==> src/sys_pkg.sv <==
`default_nettype none

package sys_pkg;

	////////////////////////////////////////
	// Widths
	////////////////////////////////////////

	// Pixel and line dimensions
	localparam int DIM_W = 12;
	// Host parallel port word
	localparam int IO_W  = 16;
	// Command byte in the first word
	localparam int CMD_W = 8;

	// Length of the window calculator sequence
	localparam int CALC_STATES = 8;

	////////////////////////////////////////
	// Host commands and bank fields
	////////////////////////////////////////

	typedef enum logic [CMD_W-1:0] {
		CMD_NONE         = 8'h00,
		CMD_VIDEO_TIMING = 8'h20,
		CMD_VSET         = 8'h27,
		CMD_HSET         = 8'h37,
		CMD_ARC          = 8'h3A
	} host_cmd_e;

	// Free-scale rides on bit 15 of the HSET word
	typedef enum logic [2:0] {
		FLD_WIDTH,
		FLD_HEIGHT,
		FLD_VSET,
		FLD_HSET,
		FLD_ARC1X,
		FLD_ARC1Y,
		FLD_ARC2X,
		FLD_ARC2Y
	} cfg_field_e;

	// Output mode after reset, 1080p
	localparam logic [DIM_W-1:0] DEFAULT_WIDTH  = DIM_W'(1920);
	localparam logic [DIM_W-1:0] DEFAULT_HEIGHT = DIM_W'(1080);

endpackage

`default_nettype wire

==> src/scaler_cfg_if.sv <==
`default_nettype none
`timescale 1ns/10ps

interface scaler_cfg_if;
	import sys_pkg::*;

	// Output mode
	logic [DIM_W-1:0] width;
	logic [DIM_W-1:0] height;

	// Optional limits on the active area, zero means no limit
	logic [DIM_W-1:0] vset;
	logic [DIM_W-1:0] hset;
	logic             freescale;

	// Arcade aspect presets
	logic [DIM_W-1:0] arc1x;
	logic [DIM_W-1:0] arc1y;
	logic [DIM_W-1:0] arc2x;
	logic [DIM_W-1:0] arc2y;

	modport cfg_src (
		output width, height, vset, hset, freescale,
		output arc1x, arc1y, arc2x, arc2y
	);

	modport cfg_dst (
		input width, height, vset, hset, freescale,
		input arc1x, arc1y, arc2x, arc2y
	);

endinterface

`default_nettype wire

==> src/aspect_window_calc.sv <==
`default_nettype none
`timescale 1ns/10ps

module aspect_window_calc (
	input  wire logic                      clk_sys,
	input  wire logic                      resetd,
	scaler_cfg_if.cfg_dst                  i_cfg,
	input  wire logic [sys_pkg::DIM_W-1:0] i_arx,
	input  wire logic [sys_pkg::DIM_W-1:0] i_ary,
	output logic [sys_pkg::DIM_W-1:0]      o_hmin,
	output logic [sys_pkg::DIM_W-1:0]      o_hmax,
	output logic [sys_pkg::DIM_W-1:0]      o_vmin,
	output logic [sys_pkg::DIM_W-1:0]      o_vmax
);
	import sys_pkg::*;

	localparam int ST_W   = $clog2(CALC_STATES);
	localparam int PROD_W = 2 * DIM_W;

	typedef enum logic [ST_W-1:0] {
		ST_SCALE,
		ST_DIV_1,
		ST_DIV_2,
		ST_DIV_3,
		ST_DIV_4,
		ST_DIV_5,
		ST_CLAMP,
		ST_UPDATE
	} calc_state_e;

	calc_state_e       state;
	logic [DIM_W-1:0]  eff_w, eff_h;
	logic [DIM_W-1:0]  arx, ary;
	logic [PROD_W-1:0] num_w, num_h;
	logic [DIM_W-1:0]  den_w, den_h;
	logic [PROD_W-1:0] quo_w, quo_h;
	logic [DIM_W-1:0]  video_w, video_h;
	logic [DIM_W-1:0]  h_off, v_off;

	////////////////////////////////////////
	// Effective size and aspect
	////////////////////////////////////////

	always_ff @(posedge clk_sys) begin
		eff_h <= (i_cfg.vset != '0 && i_cfg.vset < i_cfg.height) ? i_cfg.vset : i_cfg.height;
		eff_w <= (i_cfg.hset != '0 && i_cfg.hset < i_cfg.width) ? i_cfg.hset : i_cfg.width;

		// ary of zero selects an arcade preset by arx
		if (i_ary == '0) begin
			if (i_arx == DIM_W'(1)) begin
				arx <= i_cfg.arc1x;
				ary <= i_cfg.arc1y;
			end else if (i_arx == DIM_W'(2)) begin
				arx <= i_cfg.arc2x;
				ary <= i_cfg.arc2y;
			end else begin
				arx <= '0;
				ary <= '0;
			end
		end else begin
			arx <= i_arx;
			ary <= i_ary;
		end
	end

	////////////////////////////////////////
	// Scale, divide and clamp
	////////////////////////////////////////

	// Operands are held from ST_SCALE, the quotient is taken in ST_CLAMP
	assign quo_w = num_w / PROD_W'(den_w);
	assign quo_h = num_h / PROD_W'(den_h);

	always_ff @(posedge clk_sys) begin
		case (state)
			ST_SCALE: begin
				if (i_cfg.freescale || arx == '0 || ary == '0) begin
					num_w <= PROD_W'(eff_w);
					num_h <= PROD_W'(eff_h);
					den_w <= DIM_W'(1);
					den_h <= DIM_W'(1);
				end else begin
					num_w <= PROD_W'(eff_h) * PROD_W'(arx);
					num_h <= PROD_W'(eff_w) * PROD_W'(ary);
					den_w <= ary;
					den_h <= arx;
				end
			end
			ST_CLAMP: begin
				video_w <= (quo_w > PROD_W'(eff_w)) ? eff_w : quo_w[DIM_W-1:0];
				video_h <= (quo_h > PROD_W'(eff_h)) ? eff_h : quo_h[DIM_W-1:0];
			end
			default: ;
		endcase
	end

	// Centre inside the full output mode
	assign h_off = (i_cfg.width - video_w) >> 1;
	assign v_off = (i_cfg.height - video_h) >> 1;

	always_ff @(posedge clk_sys) begin
		if (resetd) begin
			state  <= ST_SCALE;
			o_hmin <= '0;
			o_hmax <= '0;
			o_vmin <= '0;
			o_vmax <= '0;
		end else begin
			state <= calc_state_e'(state + 1'b1);
			if (state == ST_UPDATE) begin
				o_hmin <= h_off;
				o_hmax <= h_off + video_w - 1'b1;
				o_vmin <= v_off;
				o_vmax <= v_off + video_h - 1'b1;
			end
		end
	end

endmodule

`default_nettype wire

==> src/host_cmd_decoder.sv <==
`default_nettype none
`timescale 1ns/10ps

module host_cmd_decoder (
	input  wire logic                     clk_sys,
	input  wire logic                     resetd,
	input  wire logic                     i_io_clk,
	input  wire logic                     i_io_uio,
	input  wire logic [sys_pkg::IO_W-1:0] i_io_din,
	output logic                          o_io_ack,
	output logic                          o_wr,
	output sys_pkg::cfg_field_e           o_field,
	output logic [sys_pkg::IO_W-1:0]      o_data
);
	import sys_pkg::*;

	localparam int IDX_W = 4;

	logic             io_clk_d;
	logic             accept;
	logic             has_cmd;
	host_cmd_e        cmd;
	logic [IDX_W-1:0] word_idx;
	cfg_field_e       fld_sel;
	logic             fld_hit;

	////////////////////////////////////////
	// Strobe detect and acknowledge echo
	////////////////////////////////////////

	always_ff @(posedge clk_sys) begin
		if (resetd) begin
			io_clk_d <= 1'b0;
			o_io_ack <= 1'b0;
		end else begin
			io_clk_d <= i_io_clk;
			o_io_ack <= io_clk_d;
		end
	end

	// Rising I/O clock with the user channel selected
	assign accept = i_io_clk & ~io_clk_d & i_io_uio;

	////////////////////////////////////////
	// Command and word tracking
	////////////////////////////////////////

	always_comb begin
		fld_sel = FLD_WIDTH;
		fld_hit = 1'b0;
		case (cmd)
			CMD_VIDEO_TIMING: begin
				// Porch and sync words are skipped
				if (word_idx == IDX_W'(0)) begin
					fld_hit = 1'b1;
				end else if (word_idx == IDX_W'(4)) begin
					fld_sel = FLD_HEIGHT;
					fld_hit = 1'b1;
				end
			end
			CMD_VSET: begin
				fld_sel = FLD_VSET;
				fld_hit = 1'b1;
			end
			CMD_HSET: begin
				fld_sel = FLD_HSET;
				fld_hit = 1'b1;
			end
			CMD_ARC: begin
				fld_hit = (word_idx < IDX_W'(4));
				case (word_idx[1:0])
					2'd0: fld_sel = FLD_ARC1X;
					2'd1: fld_sel = FLD_ARC1Y;
					2'd2: fld_sel = FLD_ARC2X;
					default: fld_sel = FLD_ARC2Y;
				endcase
			end
			default: ;
		endcase
	end

	always_ff @(posedge clk_sys) begin
		if (resetd) begin
			has_cmd  <= 1'b0;
			cmd      <= CMD_NONE;
			word_idx <= '0;
			o_wr     <= 1'b0;
		end else begin
			o_wr <= 1'b0;
			if (!i_io_uio) begin
				has_cmd  <= 1'b0;
				cmd      <= CMD_NONE;
				word_idx <= '0;
			end else if (accept) begin
				if (!has_cmd) begin
					has_cmd  <= 1'b1;
					cmd      <= host_cmd_e'(i_io_din[CMD_W-1:0]);
					word_idx <= '0;
				end else begin
					o_wr <= fld_hit;
					// Index saturates on long transfers
					if (!(&word_idx))
						word_idx <= word_idx + 1'b1;
				end
			end
		end
	end

	always_ff @(posedge clk_sys) begin
		if (accept) begin
			o_field <= fld_sel;
			o_data  <= i_io_din;
		end
	end

endmodule

`default_nettype wire

==> src/video_cfg_regs.sv <==
`default_nettype none
`timescale 1ns/10ps

module video_cfg_regs #(
	parameter logic [sys_pkg::DIM_W-1:0] DEFAULT_WIDTH  = sys_pkg::DEFAULT_WIDTH,
	parameter logic [sys_pkg::DIM_W-1:0] DEFAULT_HEIGHT = sys_pkg::DEFAULT_HEIGHT
) (
	input  wire logic                     clk_sys,
	input  wire logic                     resetd,
	input  wire logic                     i_wr,
	input  wire sys_pkg::cfg_field_e      i_field,
	input  wire logic [sys_pkg::IO_W-1:0] i_data,
	scaler_cfg_if.cfg_src                 o_cfg
);
	import sys_pkg::*;

	logic [DIM_W-1:0] wr_dim;

	// Dimensions live in the low bits of the host word
	assign wr_dim = i_data[DIM_W-1:0];

	////////////////////////////////////////
	// Field writes
	////////////////////////////////////////

	always_ff @(posedge clk_sys) begin
		if (resetd) begin
			o_cfg.width     <= DEFAULT_WIDTH;
			o_cfg.height    <= DEFAULT_HEIGHT;
			o_cfg.vset      <= '0;
			o_cfg.hset      <= '0;
			o_cfg.freescale <= 1'b0;
			o_cfg.arc1x     <= '0;
			o_cfg.arc1y     <= '0;
			o_cfg.arc2x     <= '0;
			o_cfg.arc2y     <= '0;
		end else if (i_wr) begin
			case (i_field)
				FLD_WIDTH: begin
					o_cfg.width <= wr_dim;
				end
				FLD_HEIGHT: begin
					o_cfg.height <= wr_dim;
				end
				FLD_VSET: begin
					o_cfg.vset <= wr_dim;
				end
				FLD_HSET: begin
					// Top bit of the word is the free-scale flag
					o_cfg.hset      <= wr_dim;
					o_cfg.freescale <= i_data[IO_W-1];
				end
				FLD_ARC1X: begin
					o_cfg.arc1x <= wr_dim;
				end
				FLD_ARC1Y: begin
					o_cfg.arc1y <= wr_dim;
				end
				FLD_ARC2X: begin
					o_cfg.arc2x <= wr_dim;
				end
				FLD_ARC2Y: begin
					o_cfg.arc2y <= wr_dim;
				end
				default: ;
			endcase
		end
	end

endmodule

`default_nettype wire

==> src/video_scaler_ctrl_top.sv <==
`default_nettype none
`timescale 1ns/10ps

module video_scaler_ctrl_top #(
	parameter logic [sys_pkg::DIM_W-1:0] DEFAULT_WIDTH  = sys_pkg::DEFAULT_WIDTH,
	parameter logic [sys_pkg::DIM_W-1:0] DEFAULT_HEIGHT = sys_pkg::DEFAULT_HEIGHT
) (
	input  wire logic                      clk_sys,
	input  wire logic                      resetd,
	input  wire logic                      i_io_clk,
	input  wire logic                      i_io_uio,
	input  wire logic [sys_pkg::IO_W-1:0]  i_io_din,
	input  wire logic [sys_pkg::DIM_W-1:0] i_arx,
	input  wire logic [sys_pkg::DIM_W-1:0] i_ary,
	output logic                           o_io_ack,
	output logic [sys_pkg::DIM_W-1:0]      o_hmin,
	output logic [sys_pkg::DIM_W-1:0]      o_hmax,
	output logic [sys_pkg::DIM_W-1:0]      o_vmin,
	output logic [sys_pkg::DIM_W-1:0]      o_vmax
);
	import sys_pkg::*;

	// Decoder to register bank
	logic            cfg_wr;
	cfg_field_e      cfg_field;
	logic [IO_W-1:0] cfg_data;

	scaler_cfg_if scaler_cfg ();

	////////////////////////////////////////
	// Host command path
	////////////////////////////////////////

	host_cmd_decoder host_cmd_decoder_i (
		.clk_sys  (clk_sys),
		.resetd   (resetd),
		.i_io_clk (i_io_clk),
		.i_io_uio (i_io_uio),
		.i_io_din (i_io_din),
		.o_io_ack (o_io_ack),
		.o_wr     (cfg_wr),
		.o_field  (cfg_field),
		.o_data   (cfg_data)
	);

	video_cfg_regs #(
		.DEFAULT_WIDTH  (DEFAULT_WIDTH),
		.DEFAULT_HEIGHT (DEFAULT_HEIGHT)
	) video_cfg_regs_i (
		.clk_sys (clk_sys),
		.resetd  (resetd),
		.i_wr    (cfg_wr),
		.i_field (cfg_field),
		.i_data  (cfg_data),
		.o_cfg   (scaler_cfg)
	);

	////////////////////////////////////////
	// Output window
	////////////////////////////////////////

	aspect_window_calc aspect_window_calc_i (
		.clk_sys (clk_sys),
		.resetd  (resetd),
		.i_cfg   (scaler_cfg),
		.i_arx   (i_arx),
		.i_ary   (i_ary),
		.o_hmin  (o_hmin),
		.o_hmax  (o_hmax),
		.o_vmin  (o_vmin),
		.o_vmax  (o_vmax)
	);

endmodule

`default_nettype wire
==> config.mk <==
export PLATFORM = sky130hd
export DESIGN_NAME = video_scaler_ctrl_top
export DESIGN_NICKNAME = d
export VERILOG_FILES = /design/src/sys_pkg.sv /design/src/scaler_cfg_if.sv /design/src/aspect_window_calc.sv /design/src/host_cmd_decoder.sv /design/src/video_cfg_regs.sv /design/src/video_scaler_ctrl_top.sv
export SDC_FILE = /design/constraint.sdc
export NUM_CORES = 2
export LEC_CHECK = 0
export ABC_AREA = 1
export BUFFER_PORTS_ARGS = -buffer_cell sky130_fd_sc_hd__buf_2
export CAP_MARGIN = 20
export CORE_UTILIZATION = 59
export DETAILED_ROUTE_END_ITERATION = 16
export PLACE_DENSITY = 0.79
export SYNTH_ARGS = -nofsm -noshare
export SYNTH_HDL_FRONTEND = slang
export SYNTH_HIERARCHICAL = 1
export SYNTH_SLANG_ARGS = --single-unit
==> constraint.sdc <==
create_clock -name clk_sys -period 61.9 [get_ports clk_sys]
set_input_delay 3.095 -clock clk_sys [delete_from_list [all_inputs] [get_ports clk_sys]]
set_output_delay 3.095 -clock clk_sys [all_outputs]
set_load 0.02 [all_outputs]
# Yosys cells after proc, flatten, opt, wreduce, memory -nomap -nowiden
# Index checks and enable logic that the tools add are counted.
[word_totals]
word_cells = 124
input_bits = 44
regBits = 325
[op_classes]
n_lt_le_gt_ge = 5
eq_ne = 19
n_addsub = 8
muxes = 21
bitwise = 6
n_reduce_logical = 27
div_mod_pow = 2
mul = 2
[ops]
columns = ["op", "count"]
rows = [
  ["$mux 12", 12],
  ["$div 24x12->24", 2],
  ["$gt 24x12->1", 2],
  ["$mul 12x12->24", 2],
  ["$logic_not 12->1", 3],
  ["$eq 8x6->1 const B", 4],
  ["$add 11x12->12", 2],
  ["$lt 12x12->1", 2],
  ["$reduce_bool 12->1", 2],
  ["$sub 12x1->12 const B", 2],
  ["$sub 12x12->12", 2],
  ["$reduce_and 2->1", 10],
  ["$eq 3x3->1 const B", 6],
  ["$eq 12x1->1 const B", 1],
  ["$eq 12x2->1 const B", 1],
  ["$pmux 3 s4", 1],
  ["$mux 4", 2],
  ["$eq 3x2->1 const B", 2],
  ["$logic_not 3->1", 2],
  ["$pmux 2 s3", 1],
  ["$add 4x1->4 const B", 1],
  ["$eq 4x3->1 const B", 1],
  ["$logic_not 4->1", 1],
  ["$lt 4x3->1 const B", 1],
  ["16 further kinds", 25],
]

# Longest topological paths before layout
[logic_depth]
word_depth = 5
depth_mapped = 441
depth_no_buf = 414

# Cells and area by module
# Netlist, hierarchy kept.
[by_module_without_submodules]
columns = ["mod", "cells_per_inst", "area_per_inst_um2", "instances", "seq_area_each_um2"]
rows = [
  ["aspect_window_calc", 6689, 44841.8, 1, 4824.6],
  ["video_cfg_regs", 550, 3911.3, 1, 1941.9],
  ["host_cmd_decoder", 141, 1443.9, 1, 890.9],
]

# Worst setup path after synthesis
# No wires, ideal clock.
[synth_timing]
path_kind = "reg2reg"
startpoint = "register aspect_window_calc_i.den_h[0]"
endpoint = "register aspect_window_calc_i.video_h[11] (data pin)"
t_arrival_ps = 53669
path_stages_with_launch = 418
period_less_slack_ps = 53936
path_slack_ps = 7964
setup_ps = 267
t_required_ps = 61633
path_cell_list = "edfxtp_1 -> inv_1 -> ha_1 -> nand3_1 -> nor3_1 -> nand3_1 -> nand2_1 -> nand2_1 -> and2_1 -> ha_1 -> inv_1 -> o21ai_1 -> nand3_2 -> nand2_1 -> o21ai_1 -> ha_1 -> a21oi_1 -> nand2_1 -> [382 not listed] -> a21oi_1 -> o21ai_0 -> nand4_1 -> nand3_1 -> a31oi_1 -> nand4_1 -> nor2_1 -> nand3_1 -> inv_1 -> ha_1 -> inv_1 -> a21oi_1 -> o21ai_0 -> a221oi_1 -> o2111ai_1 -> nand2_1 -> clkbuf_1 -> o21ai_0"
[synth_between]
elab_chain_len = 3
[synth_lines]
columns = ["element", "line_no", "rtl"]
rows = [
  ["from (decl)", "aspect_window_calc.sv:35", "logic [DIM_W-1:0] den_w, den_h;"],
  ["from (signal assigned)", "aspect_window_calc.sv:86", "den_h <= arx;"],
  ["$div 24x12->24 *", "aspect_window_calc.sv:72", "assign quo_h = num_h / PROD_W'(den_h);"],
  ["$gt 24x12->1", "aspect_window_calc.sv:91", "video_h <= (quo_h > PROD_W'(eff_h)) ? eff_h : quo_h[DIM_W-1:0];"],
  ["$mux 12 *", "aspect_window_calc.sv:91", ""],
  ["to (signal assigned)", "aspect_window_calc.sv:91", ""],
  ["to (decl)", "aspect_window_calc.sv:37", "logic [DIM_W-1:0] video_w, video_h;"],
]
# Mark *: on every way between the ends. The rest lies on a longest branch, timed or not.
# A chain may end at the register's enable or synchronous reset.

# Worst setup path in the final report
[layout_timing]
startpoint = "register aspect_window_calc_i.den_w[0]"
endpoint = "register aspect_window_calc_i.video_w[8] (data pin)"
[layout_between]
elab_chain_len = 3
[layout_lines]
columns = ["element", "line_no", "rtl"]
rows = [
  ["from (decl)", "aspect_window_calc.sv:35", ""],
  ["from (signal assigned)", "aspect_window_calc.sv:85", "den_w <= ary;"],
  ["$div 24x12->24 *", "aspect_window_calc.sv:71", "assign quo_w = num_w / PROD_W'(den_w);"],
  ["$gt 24x12->1", "aspect_window_calc.sv:90", "video_w <= (quo_w > PROD_W'(eff_w)) ? eff_w : quo_w[DIM_W-1:0];"],
  ["$mux 12 *", "aspect_window_calc.sv:90", ""],
  ["to (signal assigned)", "aspect_window_calc.sv:90", ""],
  ["to (decl)", "aspect_window_calc.sv:37", ""],
]
# Marks and branches as above.

==> summary.md <==
| Metric | Value |
|---|---|
| Status | finished clean |
| Reg-to-reg startpoint | aspect_window_calc_i/den_w[0] |
| Fin Clk Skew | about 0.020 ns |
| Worst Hold Class | flop to flop |
| Core Util, Final | between 60 and 70% |
| Crit-path max cell delay | roughly 0.44 ns |
| Clock buffer depth | 3 |
| Post-Synthesis Cells | about 7.4k |
| Hpwl dp | 101000 µm |
| Hold path start | host_cmd_decoder_i/cmd[6] |
| Biggest registers after layout | aspect_window_calc_i/num_h (24), aspect_window_calc_i/num_w (24), host_cmd_decoder_i/o_data (13) |
| DRT iter0 DRCs | about 3.5k |
| Die ar. | approximately 86000 µm² |
| Hold endpoint | host_cmd_decoder_i/cmd[6] |
| Hold-fix buffers, CTS | 0 |
| Reg clk slew, reported paths | about 0.070 ns |
| Crit path launch type | flop |
| H-Tree Depth | 2 |
| Fraction of layout instances using a drive strength above 1 | between 10% and 20% |
| Post-layout min period | around 57 ns |
| Diode count | 0 |
| IO buf count | between 80 and 90 |
| Reg2reg end | aspect_window_calc_i/video_w[8] |
| Total number of vias | between 40k and 50k |
| GRT overflow | 0 |
| Period utilization | around nine tenths |
| CTS tree | done |
| First-pass GRT wire length | about 220000 µm |
| Post-DR wirelength/cell | approximately 15 µm |
| CP Class | flop to flop |
| Clock Root Buffer | clkbuf_16 |
| Die W | just under 300 µm |
| Starting Density | 59.8% |
| Total track usage | between 30 and 40% |
| Cell count of the worst reg-to-reg path | 408 |
| Max cap viols | 0 |
| Cell with the largest stage delay on the worst path | edfxtp_1 |
| Vias per std cell | roughly 5.6 |
| First-pass detailed-route iteration total | 6 |
| Worst setup slack after placement | -0.398 ns |
| Max Fclk | approximately 18 MHz |
| Worst Tran Pin Value | around 1.0 ns |
| Critical Path AT | approximately 57 ns |
| GPL Wtd Cong | roughly 0.95 |
| Worst-path fanout max | 21 |
| PnR worst setup slack | 5.23 ns |
| Worst setup path start | aspect_window_calc_i/den_w[0] |
| Nets | approximately 8.4k |
| Top Family by Delay on Critical Path | compound AO/OA/AOI/OAI gates |
| Clock sinks | roughly 320 |
| Mean Syn Cell Area | approximately 6.8 µm² |
| Post-Route WL | between 100000 and 150000 µm |
| Layout area overhead | 7.53% |
| Crit end category | flop |
| Core ar. | around 84000 µm² |
| Slew Viols, Final | 0 |
| Hold path cells | 2 |
| Endpoints failing setup | 0 |
| Worst Path Buf+Inv | 88 |
| Final hold violations | 0 |
| I/O pin count | 93 |
| Required time worst endpoint | 62.19 ns |
| Initial antenna violation count | 1 |
| Vias in the first global route | 44.9k |
| Clk_lat worst skew | about 0.57 ns |
| Synth Warn # | 6 |
| Die Height | a little under 300 µm |
| Largest net degree at the start of global routing | 98 |
| Top cell by count, worst path | nand2_1 |
| R2r setup slk | around 5.2 ns |
| Row count | roughly 110 |
| Post-route ant nets | 0 |
| Num CTS Buffers | 37 |
| Synth Cell Area | roughly 50000 µm² |
| Drc violations | 0 |
| Slew headroom | 30.1% |
-- worst max-delay path by stage --
stage               slack, ns                                to  depth (start not counted)
finish                   5.23   aspect_window_calc_i/video_w[8]                        408
global route            -0.44   aspect_window_calc_i/video_w[8]                        412
CTS                      0.04   aspect_window_calc_i/video_h[4]                        398
detailed placement      -0.40   aspect_window_calc_i/video_h[4]                        397
global placement         1.54   aspect_window_calc_i/video_h[4]                        396
floorplan                7.96  aspect_window_calc_i/video_h[11]                        417
-- per-stage QoR --
stage | cell area (µm²) | cells | TNS [ns] | hold WS [ns]
global route | 53900 | 8594 | -7.09 | 0.485
CTS | 52400 | 8466 | 0 | 0.459
finish | 53900 | 8594 | 0 | 0.457
global placement | 51100 | 8398 | 0 | 0.431
detailed placement | 51100 | 8398 | -2.92 | 0.446
floorplan | 50100 | 7378 | 0 | 0.417
-- cell type report --
cell class	count	area [µm²]
Multi-Input combinational cell	5583	37200
Fill cell	7478	29900
Sequential cell	322	7570
Inverter	1241	4760
Timing Repair Buffer	235	1570
Tap cell	1134	1420
Clock buffer	52	1060
Clock inverter	15	185
Timing Repair inverter	12	62.6
-- placed cells by master (no fill, tap or decap), types with 20 or more instances in the layout --
master	n
a21o_1	42
a21oi_1	334
a21oi_2	48
a31oi_1	28
buf_2	87
buf_4	145
clkbuf_16	38
dfxtp_1	210
edfxtp_1	112
fa_1	204
ha_1	687
inv_1	1134
inv_2	72
nand2_1	1690
nand2_2	59
nand3_1	424
nand3_2	51
nand3_4	25
nand4_1	98
nor2_1	544
nor2_2	47
nor2_4	27
nor3_1	45
nor4_1	22
o21ai_0	458
o21ai_1	83
o21bai_1	43
o31ai_1	20
or2_2	39
xnor2_1	135
xor2_1	229
-- timing repair --
| item | CTS | global route |
|---|---|---|
| endpoints found under the setup margin | 12 | 24 |
| resized for setup | 4 | 136 |
| hold endpoints to repair | 0 | 0 |
| buffers inserted | 0 | 113 |
| pin swaps | 0 | 15 |
| cloned | 1 | 14 |
-- worst reg2reg max path, delay by kind of cell (launching register included) --
family | cells | cell delay (ns)
buffers and inverters | 88 | 8.50
AOI/OAI and AO/OA | 132 | 21.54
adders and majority gates | 25 | 7.71
and+or+nand+nor | 163 | 18.22
DFF | 1 | 0.44
-- per-layer routing --
layer	vias up	share of wire, %	GRT usage, %
met5	-	0.0090	0
met4	2	4.0	11.4
met1	22247	43	39.1
met3	331	7.0	3.52
li1	23911	-	-
met2	1556	46	50.6
Power is left out: the tool's default activity adds up to more than one toggle a clock period on the data nets, which glitch-free logic cannot reach.
